File: config.mk
export PLATFORM = sky130hd
export DESIGN_NAME = videoTiming
export DESIGN_NICKNAME = d
export VERILOG_FILES = /design/src/vidPkg.sv /design/src/apbRegCtrl.sv /design/src/hPosCounter.sv /design/src/lineStepProm.sv /design/src/pixelStrobeGen.sv /design/src/vPosCounter.sv /design/src/videoTiming.sv
export VERILOG_INCLUDE_DIRS = /design/src
export SDC_FILE = /design/constraint.sdc
export NUM_CORES = 1
export LEC_CHECK = 0
export BUFFER_PORTS_ARGS = -buffer_cell sky130_fd_sc_hd__buf_2
export CORE_MARGIN = 10
export CORE_UTILIZATION = 24
export CTS_BUF_LIST = sky130_fd_sc_hd__clkbuf_16
export CTS_CLUSTER_SIZE = 24
export DETAILED_ROUTE_END_ITERATION = 8
export PLACE_DENSITY = 0.5
export SETUP_SLACK_MARGIN = 0.1
export SYNTH_ARGS = -nofsm -noshare
export SYNTH_HDL_FRONTEND = slang
export SYNTH_SLANG_ARGS = --single-unit
export TNS_END_PERCENT = 20
File: constraint.sdc
create_clock -name clk -period 6.6 [get_ports clk]
set_input_delay 0.66 -clock clk [delete_from_list [all_inputs] [get_ports clk]]
set_output_delay 0.66 -clock clk [all_outputs]
set_load 0.01 [all_outputs]
File: src/vid_macros.svh
`ifndef VID_MACROS_SVH
`define VID_MACROS_SVH

// Bus and word widths
`define VID_DATA_W      32
`define VID_ADDR_W      4
`define VID_POS_W       8      // Beam position outputs
`define VID_HCNT_W      9      // Line counter, covers H_TOTAL
`define VID_VCNT_W      9      // Frame counter, wraps at 512
`define VID_PROM_AW     8
`define VID_PROM_DW     4
`define VID_PROM_DEPTH  256
`define VID_STEP_BIT    1      // Line-step bit of the PROM word

// Pixel strobe divider
`define VID_PXL_DIV     2      // Clocks per pxl2Cen
`define VID_DIV_W       4      // Divider counter width

// Line and frame timing, in pxl2Cen steps
`define VID_H_ACTIVE    256
`define VID_H_TOTAL     384
`define VID_DMA_LAG     8
`define VID_VB_START    480    // vBlank sets here
`define VID_VB_END      32     // and clears here

// APB byte offsets
`define VID_ADDR_CTRL   4'h0
`define VID_ADDR_PROM   4'h4
`define VID_ADDR_STAT   4'h8

`endif

File: src/vidPkg.sv
`include "vid_macros.svh"

package vidPkg;

    // APB request from the host
    typedef struct packed {
        logic [`VID_ADDR_W-1:0] paddr;
        logic                   psel;
        logic                   penable;
        logic                   pwrite;
        logic [`VID_DATA_W-1:0] pwdata;
    } apbReq_t;

    typedef struct packed {
        logic [`VID_DATA_W-1:0] prdata;
        logic                   pready;
        logic                   pslverr;
    } apbRsp_t;

    // Control register layout, flip in bit 0
    typedef struct packed {
        logic [29:0] rsvd;
        logic        enable;
        logic        flip;
    } ctrlWord_t;

    // PROM entry layout, addr in 7:0, data in 11:8
    typedef struct packed {
        logic [19:0]             rsvd;
        logic [`VID_PROM_DW-1:0] data;
        logic [`VID_PROM_AW-1:0] addr;
    } promEntry_t;

    // One write word, decoded by offset
    typedef union packed {
        ctrlWord_t  ctrl;
        promEntry_t prom;
    } regWord_u;

    typedef struct packed {
        logic                    we;
        logic [`VID_PROM_AW-1:0] addr;
        logic [`VID_PROM_DW-1:0] data;
    } promWr_t;

    typedef struct packed {
        logic flip;
        logic enable;
    } vidCtrl_t;

    // Timing outputs of the top level
    typedef struct packed {
        logic [`VID_POS_W-1:0] h;
        logic [`VID_POS_W-1:0] v;
        logic                  hBlank;
        logic                  hBlankDma;
        logic                  vBlank;
        logic                  h2o;
    } beamPos_t;

endpackage

File: src/apbRegCtrl.sv
`include "vid_macros.svh"

module apbRegCtrl (
    input  logic                   clk,
    input  logic                   rstN,
    input  vidPkg::apbReq_t        req,
    output vidPkg::apbRsp_t        rsp,
    input  logic [`VID_VCNT_W-1:0] vCount,
    input  logic                   vBlank,
    output vidPkg::vidCtrl_t       ctrl,
    output vidPkg::promWr_t        promWr
);
    import vidPkg::*;

    typedef enum logic [1:0] {sIdle, sAccess, sPromWait} apbState_t;

    apbState_t state;
    regWord_u  wrWord;     // pwdata seen as ctrl or PROM entry
    ctrlWord_t rdCtrl;
    logic      hitCtrl;
    logic      hitProm;
    logic      hitStat;
    logic      unmapped;
    logic      promWrite;

    assign wrWord    = req.pwdata;
    assign hitCtrl   = req.paddr == `VID_ADDR_CTRL;
    assign hitProm   = req.paddr == `VID_ADDR_PROM;
    assign hitStat   = req.paddr == `VID_ADDR_STAT;
    assign unmapped  = !(hitCtrl || hitProm || hitStat);
    assign promWrite = req.pwrite && hitProm;    // Needs one wait state

    always_ff @(posedge clk) begin
        if (!rstN) begin
            state <= sIdle;
            ctrl  <= '0;                         // Enable and flip off
        end else begin
            case (state)
                sIdle: begin
                    if (req.psel && !req.penable)
                        state <= sAccess;        // Setup phase seen
                end
                sAccess: begin
                    if (promWrite) begin
                        state <= sPromWait;
                    end else begin
                        state <= sIdle;
                        // Control write lands on the completing edge
                        if (req.pwrite && hitCtrl) begin
                            ctrl.flip   <= wrWord.ctrl.flip;
                            ctrl.enable <= wrWord.ctrl.enable;
                        end
                    end
                end
                sPromWait: state <= sIdle;       // Second access cycle ends it
                default:   state <= sIdle;
            endcase
        end
    end

    // Readback view of the control register
    always_comb begin
        rdCtrl        = '0;
        rdCtrl.flip   = ctrl.flip;
        rdCtrl.enable = ctrl.enable;
    end

    always_comb begin
        rsp = '0;
        case (state)
            sAccess: begin
                rsp.pready  = !promWrite;
                rsp.pslverr = unmapped;          // No side effects on a miss
                if (!req.pwrite) begin
                    if (hitCtrl)
                        rsp.prdata = rdCtrl;
                    else if (hitStat)
                        rsp.prdata = `VID_DATA_W'({vBlank, vCount});  // Unflipped count
                end
            end
            sPromWait: rsp.pready = 1'b1;
            default: rsp = '0;
        endcase
    end

    // PROM write strobe in the first access cycle only
    assign promWr.we   = (state == sAccess) && promWrite;
    assign promWr.addr = wrWord.prom.addr;
    assign promWr.data = wrWord.prom.data;

endmodule

File: src/hPosCounter.sv
`include "vid_macros.svh"

module hPosCounter (
    input  logic                    clk,
    input  logic                    rstN,
    input  logic                    pxl2Cen,
    input  vidPkg::vidCtrl_t        ctrl,
    output logic [`VID_POS_W-1:0]   hPos,
    output logic                    hBlank,
    output logic                    hBlankDma,
    output logic                    h2o,
    output logic [`VID_PROM_AW-1:0] promAddr
);
    logic [`VID_HCNT_W-1:0]  hCnt;
    logic [`VID_HCNT_W-1:0]  hNext;
    logic [`VID_DMA_LAG-1:0] dmaDly;    // hBlank history, one tap per step

    // Wrap at end of line
    assign hNext = (hCnt == `VID_HCNT_W'(`VID_H_TOTAL - 1)) ? '0 : hCnt + 1'b1;

    always_ff @(posedge clk) begin
        if (!rstN) begin
            hCnt   <= '0;
            hBlank <= 1'b0;
            dmaDly <= '0;
        end else if (pxl2Cen) begin
            hCnt   <= hNext;
            hBlank <= hNext >= `VID_HCNT_W'(`VID_H_ACTIVE);   // From the new count
            // Old hBlank shifts in as the new one is registered
            dmaDly <= {dmaDly[`VID_DMA_LAG-2:0], hBlank};
        end
    end

    assign hBlankDma = dmaDly[`VID_DMA_LAG-1];

    // Screen flip touches the coarse bits only
    assign hPos = {hCnt[7:3] ^ {5{ctrl.flip}}, hCnt[2:0]};
    assign h2o  = hCnt[2] ^ ctrl.flip;

    // Line-step PROM address
    assign promAddr = {hBlank, hCnt[7:1]};

endmodule

File: src/lineStepProm.sv
`include "vid_macros.svh"

module lineStepProm (
    input  logic                    clk,
    input  vidPkg::promWr_t         promWr,
    input  logic [`VID_PROM_AW-1:0] rdAddr,
    output logic [`VID_PROM_DW-1:0] rdData
);
    logic [`VID_PROM_DW-1:0] mem [`VID_PROM_DEPTH];   // Loaded by the host

    // Host write port
    always_ff @(posedge clk) begin
        if (promWr.we)
            mem[promWr.addr] <= promWr.data;
    end

    // Registered read, one clock of latency
    always_ff @(posedge clk) begin
        rdData <= mem[rdAddr];
    end

endmodule

File: src/pixelStrobeGen.sv
`include "vid_macros.svh"

module pixelStrobeGen (
    input  logic             clk,
    input  logic             rstN,
    input  vidPkg::vidCtrl_t ctrl,
    output logic             pxl2Cen,
    output logic             pxlCen
);
    logic [`VID_DIV_W-1:0] divCnt;
    logic                  divEnd;
    logic                  half;     // Picks every second pxl2Cen

    assign divEnd = divCnt == `VID_DIV_W'(`VID_PXL_DIV - 1);

    always_ff @(posedge clk) begin
        if (!rstN || !ctrl.enable) begin
            divCnt  <= '0;            // Held clear while disabled
            half    <= 1'b0;
            pxl2Cen <= 1'b0;
            pxlCen  <= 1'b0;
        end else begin
            divCnt  <= divEnd ? '0 : divCnt + 1'b1;
            pxl2Cen <= divEnd;        // One clock wide
            pxlCen  <= divEnd && half;
            if (divEnd)
                half <= !half;
        end
    end

endmodule

File: src/vPosCounter.sv
`include "vid_macros.svh"

module vPosCounter (
    input  logic                    clk,
    input  logic                    rstN,
    input  logic                    pxl2Cen,
    input  vidPkg::vidCtrl_t        ctrl,
    input  logic [`VID_PROM_DW-1:0] promData,
    output logic [`VID_POS_W-1:0]   vPos,
    output logic [`VID_VCNT_W-1:0]  vCount,
    output logic                    vBlank
);
    logic                   stepBit;
    logic                   stepPrev;    // Line-step bit at last pxl2Cen
    logic                   stepRise;
    logic [`VID_VCNT_W-1:0] vNext;

    assign stepBit  = promData[`VID_STEP_BIT];
    assign stepRise = stepBit && !stepPrev;
    assign vNext    = vCount + 1'b1;     // Wraps at 512

    always_ff @(posedge clk) begin
        if (!rstN) begin
            stepPrev <= 1'b0;
            vCount   <= '0;
            vBlank   <= 1'b0;
        end else if (pxl2Cen) begin
            stepPrev <= stepBit;
            if (stepRise) begin
                vCount <= vNext;
                // Blank window from the new count
                if (vNext == `VID_VCNT_W'(`VID_VB_START))
                    vBlank <= 1'b1;
                else if (vNext == `VID_VCNT_W'(`VID_VB_END))
                    vBlank <= 1'b0;
            end
        end
    end

    // Two count steps per visible row
    assign vPos = vCount[8:1] ^ {`VID_POS_W{ctrl.flip}};

endmodule

File: src/videoTiming.sv
`include "vid_macros.svh"

module videoTiming (
    input  logic             clk,
    input  logic             rstN,
    input  vidPkg::apbReq_t  apbReq,
    output vidPkg::apbRsp_t  apbRsp,
    output vidPkg::beamPos_t beam,
    output logic             pxlCen
);
    import vidPkg::*;

    vidCtrl_t                ctrl;
    promWr_t                 promWr;
    logic                    pxl2Cen;
    logic [`VID_POS_W-1:0]   hPos;
    logic                    hBlank;
    logic                    hBlankDma;
    logic                    h2o;
    logic [`VID_PROM_AW-1:0] promAddr;
    logic [`VID_PROM_DW-1:0] promData;
    logic [`VID_POS_W-1:0]   vPos;
    logic [`VID_VCNT_W-1:0]  vCount;   // Unflipped, for status
    logic                    vBlank;

    apbRegCtrl uApb (
        .clk(clk), .rstN(rstN), .req(apbReq), .rsp(apbRsp),
        .vCount(vCount), .vBlank(vBlank), .ctrl(ctrl), .promWr(promWr)
    );

    pixelStrobeGen uStrobe (
        .clk(clk), .rstN(rstN), .ctrl(ctrl), .pxl2Cen(pxl2Cen), .pxlCen(pxlCen)
    );

    hPosCounter uHPos (
        .clk(clk), .rstN(rstN), .pxl2Cen(pxl2Cen), .ctrl(ctrl), .hPos(hPos),
        .hBlank(hBlank), .hBlankDma(hBlankDma), .h2o(h2o), .promAddr(promAddr)
    );

    lineStepProm uProm (
        .clk(clk), .promWr(promWr), .rdAddr(promAddr), .rdData(promData)
    );

    vPosCounter uVPos (
        .clk(clk), .rstN(rstN), .pxl2Cen(pxl2Cen), .ctrl(ctrl), .promData(promData),
        .vPos(vPos), .vCount(vCount), .vBlank(vBlank)
    );

    // Beam bundle out
    assign beam.h         = hPos;
    assign beam.v         = vPos;
    assign beam.hBlank    = hBlank;
    assign beam.hBlankDma = hBlankDma;
    assign beam.vBlank    = vBlank;
    assign beam.h2o       = h2o;

endmodule
# Yosys cells after proc, flatten, opt, wreduce, memory -nomap -nowiden
# Memories as Yosys holds them, arrays and structs flattened. A register that Yosys moved wholly into a read port is not among the register bits.
# Cells that the tools add are included.
# word_totals
ff_bits	40
out_inout_bits	55
ram_bits	1024
n_memories	1
in_bits	41
# memory_table
memory	depth	word_bits	read_ports	rd_ports_with_merged_regs	write_ports	line	source
uProm.mem	256	4	1	1	1	lineStepProm.sv:9	logic [`VID_PROM_DW-1:0] mem [`VID_PROM_DEPTH];
# op_classes
eq_ne	9
n_lt_le_gt_ge	1
mux	14
bitwise	4
n_addsub	3
reduce_logical	23
# op_table
cell	n
2-to-1 mux 32 bit	2
2-to-1 mux 10 bit	2
adder 9 x 1 -> 9 bit, second input constant	2
equality test 9 bit, second input constant	2
equality test 9 x 6 -> 1 bit, second input constant	1
greater-or-equal comparator 9 bit, second input constant	1
2-to-1 mux 9 bit	1
bitwise XOR 8 bit	1
zero test 1 bit	7
logical AND 1 bit	6
AND reduction 3 bit	2
2-to-1 mux 1 bit	5
bitwise XOR 5 bit	1
adder 4 x 1 -> 4 bit, second input constant	1
equality test 4 x 1 -> 1 bit, second input constant	1
equality test 4 x 3 -> 1 bit, second input constant	1
equality test 4 bit, second input constant	1
zero test 4 bit	1
2-to-1 mux 2 bit	2
case mux 2 bit (2 select lines)	1
logical OR 1 bit	3
equality test 2 x 1 -> 1 bit, second input constant	1
equality test 2 bit, second input constant	1
zero test 2 bit	1
7 further kinds	7

# Longest topological paths before layout
# Gate-level depths: netlist (run 1).
# logic_depth
word_depth	5
ltp_mapped	9

# By module
# From an unflattened synthesis (run 1), not the netlist that was laid out.
# unflattened
cells_unflattened	2328
area_unflattened_um2	43115.1
# modules_own_cells
mod	cells_per_inst	area_each_um2	instances	seq_area_each_um2
lineStepProm	2051	40675.3	1	30829.6
hPosCounter	86	808.3	1	340.3
vPosCounter	77	685.7	1	220.2
apbRegCtrl	83	650.6	1	80.1
pixelStrobeGen	27	265.3	1	140.1
videoTiming	4	30.0	1	0.0

# Worst setup path after synthesis (run 1)
# No wires, ideal clock.
# synth_timing
path_type	input -> output
startpoint	input port apbReq[36] in the netlist's numbering
endpoint	output port apbRsp[10] in the netlist's numbering
path_stages	4
path_slack_ns	4.203
arrival_time_ns	1.737
path_cell_list	nor4b_1 > nand2b_1 > nor2_1 > and2_1
# synth_lines
item	line	source
start: declaration	videoTiming.sv:6	input vidPkg::apbReq_t apbReq,
end: declaration	videoTiming.sv:7	output vidPkg::apbRsp_t apbRsp,

==> out/results.txt, run 1 <==
For this run, the total global-route usage over all layers was measured as 9.61%. The initial core utilization is 24.4%. The transition time at the pin with the least slew margin works out to 1210 ps. The routed via count divided by cell count came out at 4.42. Maximum level of the CTS H-tree: 1.

The tools report the count of hold buffers inserted by post-cts repair as 0. For the worst setup path, the data required time is 5940 ps. The buffer cell driving the clock tree root is sky130_fd_sc_hd__clkbuf_16. Entering global routing, the biggest net connects 143 pins.

The share of post-route cells with drive strength above 1 came out at 16.2%. The number of global-route vias before repair is 8025, and the number of clock sinks is 296. The worst setup path is launched from a flip-flop.

In this run, CTS created clock tree buffers numbering 31. For the number of detailed-routing iterations run before antenna repair, the log shows 5. Summed over all cells, the static leakage comes to 4.71 nW.

Dividing the synthesized area by the synthesized cell count gives 12.9 um2. Detailed placement ended at an HPWL of 19500 um. The critical path capture point type was an output port.

Yosys mapped the design onto 54 distinct sky130hd cell types. The number of input and output port buffers inserted was 50. Headroom to the max-slew limit came out at 19.5%. The tightest min-delay check is of the input pin to flip-flop type. The run finished with clean final reports.

The worst reg2reg path depth is 6, and the number of max-capacitance violations reported is 0. The final count of hold timing violations came out at 0. For this run, design rule violations remaining after detail routing come to 0.

The power density over the cells was 245 nW/um2; the count of vias placed by the detailed router was 8095. The final-layout fill cell count was 5810; the hold path depth was 4. The tools report the total die area as 66000 um2.

For the final worst hold slack, the log shows 454 ps. The tools report the worst vdd rail ir drop as 0.180 mV. The worst-case clock skew was 20.0 ps. The area of placed instances came out at 14300 um2.

The length of routed met3 wiring is 1940 um. Setup repair after global routing left no endpoint under its margin. The worst setup path is of the flip-flop to output port kind. Post-CTS timing repair inserted 0 buffers for setup. Counting along the longest clock path gives a buffer depth of 3. The count of cells resized by post-cts repair is 0, and the largest fanout on the critical path is 7. TritonCTS built the clock tree. Top cell type by total area after synthesis: sky130_fd_sc_hd__edfxtp_1. Excluding fillers, the count of instances in the completed layout stands at 1831. The highest metal layer carrying signal wires in the routed design is met5. For this run, asynchronously set or reset flops after synthesis account for 0%. After global routing the overflow that remains totals 0. Counting I/O delays and the setup requirement, the final critical path takes 3210 ps.

After synthesis the cells add up to 13500 um2. The final count of pins violating max slew was 0; the gate count of the mapped netlist was 1044. The number of DRC markers after the initial detailed-route iteration was 758; the final weighted congestion of routability-driven global placement was 0.745. For this run, the leading register cell type out of synthesis is sky130_fd_sc_hd__edfxtp_1. The tools report the I/O pin count as 96. The finished cells cover 15200 um2. The detailed router put a total of 14900 um of wire on met1. The tools report the placeable core region as 55300 um2. The routed design uses 15200 um of met2 wire. The net count of the finished layout is 1107. For the number of antenna violations at the first check in global routing, the log shows 3.

Setup violations remaining at the end of the flow were counted as 0. The x dimension of the die came out at 257 um. The first global-routing pass estimated 49500 um of wire.

Data arrives at the worst endpoint at 2550 ps. The CTS clock-pin slew for the worst setup and hold paths works out to 60 ps. From synthesis to final layout, the design area changed by 13.0%. Once detail routing completed, the nets flagged for antenna violations numbered 0. The number of enable-type register cells in the synthesized netlist works out to 256. The post-placement cell count is 1773.

For the achievable frequency, the log shows 0.311 GHz. After detailed routing, the total wire length is 32700 um. The number of storage elements in the synthesis netlist was 296. In the finished design, the share of the clock period the worst path needs comes to 48.7%. The later-pin clock latency in the skew report is 590 ps, and the share of Yosys cell area claimed by the top area cell type is 57.0%.

Of the synthesized area, sequential elements account for 63.0%. The floorplan has 86 rows. The Yosys step of the flow raised 0 warnings. After synthesis, the cell types taking the most area are sky130_fd_sc_hd__edfxtp_1 57%, sky130_fd_sc_hd__mux4_2 10%, sky130_fd_sc_hd__nor2_1 8.0%, sky130_fd_sc_hd__dfxtp_1 5.9%, sky130_fd_sc_hd__buf_4 1.8%. Setup total negative slack on the finished layout was measured at 0 ps. The die is 257 um tall.

The average wire per cell in the routed design came out at 17.9 um.
==> power breakdown <==
part	total, mW	switching (mW)	internal, mW
Sequential	2.03	0.000499	2.03
Combinational	0.0780	0.0661	0.0119
Clock	1.62	0.731	0.888
Total	3.73	0.798	2.93
==> cell usage in the layout, fill, tap and decap left out, types with 4 or more instances in the layout <==
| cell | n |
|---|---|
| sky130_fd_sc_hd__conb_1 | 22 |
| sky130_fd_sc_hd__mux2_2 | 4 |
| sky130_fd_sc_hd__mux4_2 | 61 |
| sky130_fd_sc_hd__clkbuf_16 | 31 |
| sky130_fd_sc_hd__inv_1 | 17 |
| sky130_fd_sc_hd__clkinv_2 | 7 |
| sky130_fd_sc_hd__and2_1 | 21 |
| sky130_fd_sc_hd__xor2_1 | 18 |
| sky130_fd_sc_hd__nor3_1 | 7 |
| sky130_fd_sc_hd__nand2b_1 | 10 |
| sky130_fd_sc_hd__ha_1 | 8 |
| sky130_fd_sc_hd__nor2b_1 | 24 |
| sky130_fd_sc_hd__mux2i_1 | 22 |
| sky130_fd_sc_hd__dfxtp_1 | 38 |
| sky130_fd_sc_hd__nand3_1 | 22 |
| sky130_fd_sc_hd__nand4_1 | 6 |
| sky130_fd_sc_hd__nor2_1 | 287 |
| sky130_fd_sc_hd__a21boi_0 | 8 |
| sky130_fd_sc_hd__a22oi_1 | 14 |
| sky130_fd_sc_hd__xnor2_1 | 14 |
| sky130_fd_sc_hd__buf_4 | 10 |
| sky130_fd_sc_hd__edfxtp_1 | 256 |
| sky130_fd_sc_hd__clkinv_1 | 6 |
| sky130_fd_sc_hd__o21ai_0 | 9 |
| sky130_fd_sc_hd__a21oi_1 | 12 |
| sky130_fd_sc_hd__and3_1 | 4 |
| sky130_fd_sc_hd__nand2_1 | 48 |
| sky130_fd_sc_hd__buf_2 | 49 |
==> registers in the layout, summed over array words and instances, names as in the netlist <==
name	flops
uApb.ctrl	2
uVPos.vBlank	1
uHPos.hCnt	9
uStrobe.divCnt	4
uStrobe.half	1
uVPos.vCount	9
uApb.state	2
uVPos.stepPrev	1
uStrobe.pxlCen	1
uHPos.dmaDly	8
uStrobe.pxl2Cen	1
uProm.rdData	1
uProm.mem	256
==> path summary, 6_finish.rpt <==
check	from	endpoint	slack [ps]
setup / recovery	uApb.state[1]	apbRsp[9]	3390
hold / removal	apbReq[35]	uApb.ctrl[0]	450
setup reg to reg	uHPos.hCnt[3]	uProm.rdData[1]	3460
hold reg to reg	uStrobe.half	uStrobe.half	460
==> kinds of logic (layout without fill, tap and decap cells) <==
| logic type | count (synthesis) | after routing | share of synthesized area [%] |
|---|---|---|---|
| AND/OR/NAND/NOR | 445 | 445 | 14.3 |
| flip-flops | 296 | 296 | 63.0 |
| buffers and inverters | 109 | 126 | 4.27 |
| multiplexers | 87 | 87 | 12.2 |
| AO/OA/AOI/OAI | 66 | 66 | 3.38 |
| XOR/XNOR | 32 | 32 | 2.08 |
| adder cells (fa/ha/maj) | 8 | 8 | 0.743 |
| other | 1 | 23 | 0.0278 |
==> final cells by class <==
cell class	instances	area, um2	share of cell area, %
clock inverters	26	149	0.978
clock buffers	31	776	5.09
flip-flops and latches	296	8500	55.8
multi-input cells	660	4490	29.5
repair buffers	61	352	2.31
diodes	1	2.50	0.0164
well taps	748	936	6.14
inverters	8	30.0	0.197
==> metrics by stage <==
step,setup slack (ps),util (%),power (mW)
floorplan,4200,-,2.11
global placement,3270,25.9,2.15
detailed placement,3300,25.9,2.15
CTS,3320,27.5,3.77
global route,3080,27.5,3.84
finish,3390,27.5,3.73
==> worst max-delay path, cell delays in order (launching register included) <==
cell and delay (ps):
sky130_fd_sc_hd__dfxtp_1 320, sky130_fd_sc_hd__inv_1 80, sky130_fd_sc_hd__ha_1 200, sky130_fd_sc_hd__nor4b_1 560
sky130_fd_sc_hd__nand2b_1 220, sky130_fd_sc_hd__nor2_1 310, sky130_fd_sc_hd__and2_1 180, sky130_fd_sc_hd__buf_2 130
==> Yosys cell counts (all sizes together) (2+ instances only) <==
cell type and number:
nand3 22, mux2 4, dfxtp 40, edfxtp 256, clkbuf 49, a22oi 14, nor3b 3, o311ai 2
and4 2, nor2b 24, o21ai 9, nor2 287, xnor2 14, buf 52, a211oi 3, o41ai 2
nand4 6, a21boi 8, or2 2, o211ai 2, inv 8, a21oi 12, nor4 2, o31ai 3
and3 4, ha 8, mux4 61, xor2 18, or3 3, nor3 7, mux2i 22, nand2 48
nor4b 2, nand2b 10, and2 21
==> routing by layer <==
layer | vias to the layer above | global-route usage (%)
met5 | - | 0
met4 | 4 | 2.35
met3 | 45 | 2.31
met2 | 198 | 15.5
met1 | 4120 | 12.8
li1 | 3728 | -
Note: power is estimated with default switching activity, not from simulation.
==> run 2: changes to the inputs <==
--- a/config.mk
+++ b/config.mk
@@ -6,13 +6,14 @@
 export SDC_FILE = /design/constraint.sdc
 export NUM_CORES = 1
 export LEC_CHECK = 0
+export ABC_AREA = 1
 export BUFFER_PORTS_ARGS = -buffer_cell sky130_fd_sc_hd__buf_2
 export CORE_MARGIN = 10
 export CORE_UTILIZATION = 24
 export CTS_BUF_LIST = sky130_fd_sc_hd__clkbuf_16
 export CTS_CLUSTER_SIZE = 24
 export DETAILED_ROUTE_END_ITERATION = 8
-export PLACE_DENSITY = 0.5
+export PLACE_DENSITY = 0.51
 export SETUP_SLACK_MARGIN = 0.1
 export SYNTH_ARGS = -nofsm -noshare
 export SYNTH_HDL_FRONTEND = slang
==> constraint.sdc (replaced) <==
create_clock -name clk -period 2.8 [get_ports clk]
set_input_delay 0.28 -clock clk [delete_from_list [all_inputs] [get_ports clk]]
set_output_delay 0.28 -clock clk [all_outputs]
set_load 0.01 [all_outputs]
==> out/results.txt, run 2 <==
In this run the static leakage power is 6.02 nW. For this design the total switching power over the nets is 1.90 mW. For the final weighted congestion of routability-driven global placement, the log shows 0.793.

The die covers 69400 um2. In the post-synthesis netlist, the biggest area contributors are sky130_fd_sc_hd__edfxtp_1 54%, sky130_fd_sc_hd__nand2_1 9.5%, sky130_fd_sc_hd__nor2_1 8.6%, sky130_fd_sc_hd__nand3_1 6.5%, sky130_fd_sc_hd__dfxtp_1 5.6%. For the number of max-capacitance violations reported, the log shows 0. The signal arrival time at the worst endpoint was 2660 ps. The post-CTS setup buffer count was 0. Counting every instance in the synthesized netlist gives 1563. Headroom to the max-slew limit came out at 54.4%. For this run, the number of standard cells in the final layout without fillers is 2384. Placeable core region: 58900 um2.

The tools report the leftover overflow at the end of global routing as 0. The I/O pin count was 96; the number of storage elements in the synthesis netlist was 296. The required time of the critical path is 3260 ps.

The die is 263 um wide. Including well taps, the total number of placed cells is 2327. The share of total power in sequential cells was 52.8%. The number of antenna violations at the first check in global routing came out at 5. For this configuration, the core starts out at a cell density of 24.1%. The tools report the capture instance of the worst register-to-register path as uProm.rdData[1]. The final critical path takes up 78.4% of the cycle. The first detailed-routing pass ran for 7 iterations.

The path with the worst hold slack has its endpoint at uApb.state[1]. In the final layout, the registers with the most flip-flops are uProm.mem x256, uHPos.hCnt x9, uVPos.vCount x9. Combinational logic is responsible for 2.5% of the overall power. The run gives 0 as the count of hold buffers inserted by post-cts repair. For this run, global-route usage on met3 was measured as 2.53%.

For this run, the leading register cell type out of synthesis is sky130_fd_sc_hd__edfxtp_1. Worst vdd rail ir drop: 0.284 mV. Largest buffer count on any clock path: 3. Top cell type by total area after synthesis: sky130_fd_sc_hd__edfxtp_1. After floorplanning, the core was divided into 89 placement rows.

The register-to-register setup slack came out at 600 ps. The met1 capacity usage during global routing is 14.2%. Along the worst path, the maximum fanout reaches 53.

Using the TritonRoute via totals, the vias-per-cell ratio works out to 4.39. After synthesis, the most frequently instantiated cells are 360 x sky130_fd_sc_hd__nand2_1, 327 x sky130_fd_sc_hd__nor2_1, 256 x sky130_fd_sc_hd__edfxtp_1. Derived from the worst setup path, the maximum achievable clock frequency is 0.456 GHz. After clock tree synthesis, the clock-pin slew on the worst setup and hold paths is 60 ps. Number of global-route vias before repair: 9934. Averaged over all synthesized cells, the footprint is 9.10 um2. The startpoint of the lowest-slack register-to-register path was uHPos.hCnt[1].

Sequential share of the synthesized area: 59.7%. The worst setup path is launched from a flip-flop. The worst path in the final design needs a cycle of 2200 ps, including I/O delays and setup. The type of the worst setup path was flip-flop to flip-flop. For the first-pass GRT wire length, the log shows 59800 um. The later pin in the worst-skew pair is clocked with a latency of 520 ps. Routing usage on met2: 17.9%.

TritonCTS created 34 clock buffers. The total negative slack was 0 ps. The number of enable-type register cells in the synthesized netlist works out to 256. In this run, post-CTS repair resized a total of 0 instances. The register with the most flip-flops in the layout has 256 of them.

The switching fraction of total power was 21.0%. The net count of the finished layout is 1639. Across all layers, the routed design uses 10500 vias.

Startpoint of the most critical hold path: apbReq[33]. Vertical die dimension: 263 um. The clock tree synthesis step divided the H-tree into 2 levels.

Leaving out fill and tap cells, the most frequent cells in the layout are 360 x sky130_fd_sc_hd__nand2_1, 327 x sky130_fd_sc_hd__nor2_1, 256 x sky130_fd_sc_hd__edfxtp_1. Most frequent cell after synthesis: sky130_fd_sc_hd__nand2_1. Setup violations remaining at the end of the flow were counted as 0.

The tightest min-delay check is of the input pin to flip-flop type. Power spread over the standard cell area amounts to 557 nW/um2. The first routing iteration left 776 violations. The top cell type by area accounts for 54.0% of the synthesized area.

The internal power of the cells totals 7.17 mW. Largest register by flop count: uProm.mem. The number of input and output port buffers inserted works out to 50. For the number of clock sinks, the log shows 296. The post-route netlist has 11.9% of its cells at a drive strength greater than 1.

The hold path depth was 3. Setup repair after global routing left no endpoint under its margin. For the total wire length, the log shows 38800 um.

In this run the clock root is driven by a sky130_fd_sc_hd__clkbuf_16. The library cell used most frequently in the layout, excluding fill and tap cells, is sky130_fd_sc_hd__nand2_1. STA classifies the critical path endpoint as a flip-flop. The DRC violations left came out at 0. The worst reg2reg path depth is 14, and the final count of hold timing violations is 0. The synthesized netlist occupies a cell area of 14200 um2.

In this run the remaining antenna-violating nets after routing total 0. TritonCTS built the clock tree. The fraction of synthesis flops using an asynchronous set or reset pin works out to 0%.

The clock network burns 44.7% of the power. During synthesis, Yosys emitted a total of 0 warnings. Dividing the detail-routed wire length by the instance count gives 16.3 um.

The netlist uses 37 different library cells. The transition time at the pin with the least slew margin was 683 ps. The final count of pins violating max slew is 0. The area growth from synthesis to layout was 14.3%.

The worst-case clock skew was 15.9 ps. The global routing stage identified its most utilized layer as met2. Entering global routing, the biggest net connects 93 pins. The wire-length estimate of the detail-placed layout is 23000 um.

In the global route stage, overall resource usage came out at 10.9%. The flow ran to the end, and the final reports show no timing, DRC or antenna violations.
run 2: cell types whose count changed in the layout (fill, tap and decap cells not counted), moves of 23 or more:
cell	before	now
sky130_fd_sc_hd__nand2_1	48	360
sky130_fd_sc_hd__nand3_1	22	186
sky130_fd_sc_hd__inv_1	17	100
sky130_fd_sc_hd__mux4_2	61	0
sky130_fd_sc_hd__nor2_1	287	327
sky130_fd_sc_hd__o21ai_0	9	44
sky130_fd_sc_hd__buf_4	10	36
sky130_fd_sc_hd__nor2b_1	24	1
run 2: worst max-delay path by stage:
stage          slack, ps                end     startpoint
3_3_place_gp         600    uProm.rdData[1]  uHPos.hCnt[1]
2_1_floorplan        970  uProm.mem[198][1]     apbReq[36]
6_report             600    uProm.rdData[1]  uHPos.hCnt[1]
5_1_grt              370    uProm.rdData[1]  uHPos.hCnt[1]
4_1_cts              610    uProm.rdData[1]  uHPos.hCnt[1]
3_5_place_dp         590  uProm.mem[249][1]     apbReq[36]
run 2: logic make-up after synthesis:
logic type               Yosys count  share of synthesized area, %
AND/OR/NAND/NOR                  940                          28.2
buffers and inverters            221                          7.23
other                              1                        0.0264
adder cells (fa/ha/maj)            8                         0.704
flip-flops                       296                          59.7
AO/OA/AOI/OAI                     74                          2.77
XOR/XNOR                          23                          1.42
run 2: per-layer routing:
layer  vias up  wire length [um]  share of wire (%)
met5         -                42               0.11
met4         8               563                1.5
met3        48              2820                7.3
met2       242             17900                 46
met1      5054             17500                 45
li1       5105                 -                  -
run 2: worst max-delay path: stages (launching register included):
cell                      delay [ps]
sky130_fd_sc_hd__dfxtp_4         460
sky130_fd_sc_hd__inv_4           110
sky130_fd_sc_hd__buf_4           500
sky130_fd_sc_hd__nand2_1         100
sky130_fd_sc_hd__nand3_1          90
sky130_fd_sc_hd__nand3_1          90
sky130_fd_sc_hd__nand2_1         140
sky130_fd_sc_hd__nand2_1          60
sky130_fd_sc_hd__nand3_1         130
sky130_fd_sc_hd__nand3_1          90
sky130_fd_sc_hd__nand2_1          80
sky130_fd_sc_hd__nand2_1          40
sky130_fd_sc_hd__nand2_1          60
sky130_fd_sc_hd__inv_1            40
sky130_fd_sc_hd__nand2_1          50
run 2: area by class of cell:
class / instances / area [um2]
clock inverters: 21 / 115
repair buffers: 92 / 647
multi-input cells: 1067 / 4790
diodes: 1 / 2.50
clock buffers: 35 / 876
fillers: 6200 / 42600
flip-flops and latches: 296 / 8490
well taps: 773 / 967
inverters: 99 / 377
run 2: through the flow:
| stage | area (um2) | power, mW | setup slack [ps] | util [%] | hold WS (ps) |
|---|---|---|---|---|---|
| 3_5_place_dp | 15300 | 5.11 | 587 | 25.9 | 453 |
| 6_report | 16300 | 9.07 | 605 | 27.6 | 149 |
| 4_1_cts | 16300 | 9.18 | 610 | 27.6 | 132 |
| 5_1_grt | 16300 | 9.38 | 372 | 27.6 | 169 |
| 2_1_floorplan | 14300 | 4.99 | 975 | - | 379 |
| 3_3_place_gp | 15300 | 5.10 | 598 | 25.9 | 444 |
run 2: power by group through the flow:
| stage | Clock (mW) | Sequential (mW) | Combinational, mW |
|---|---|---|---|
| detailed placement | 0 | 4.88 | 0.228 |
| CTS | 4.16 | 4.79 | 0.229 |
| global route | 4.34 | 4.79 | 0.254 |
| floorplan | 0 | 4.88 | 0.111 |
| finish | 4.05 | 4.79 | 0.228 |
| global placement | 0 | 4.88 | 0.224 |
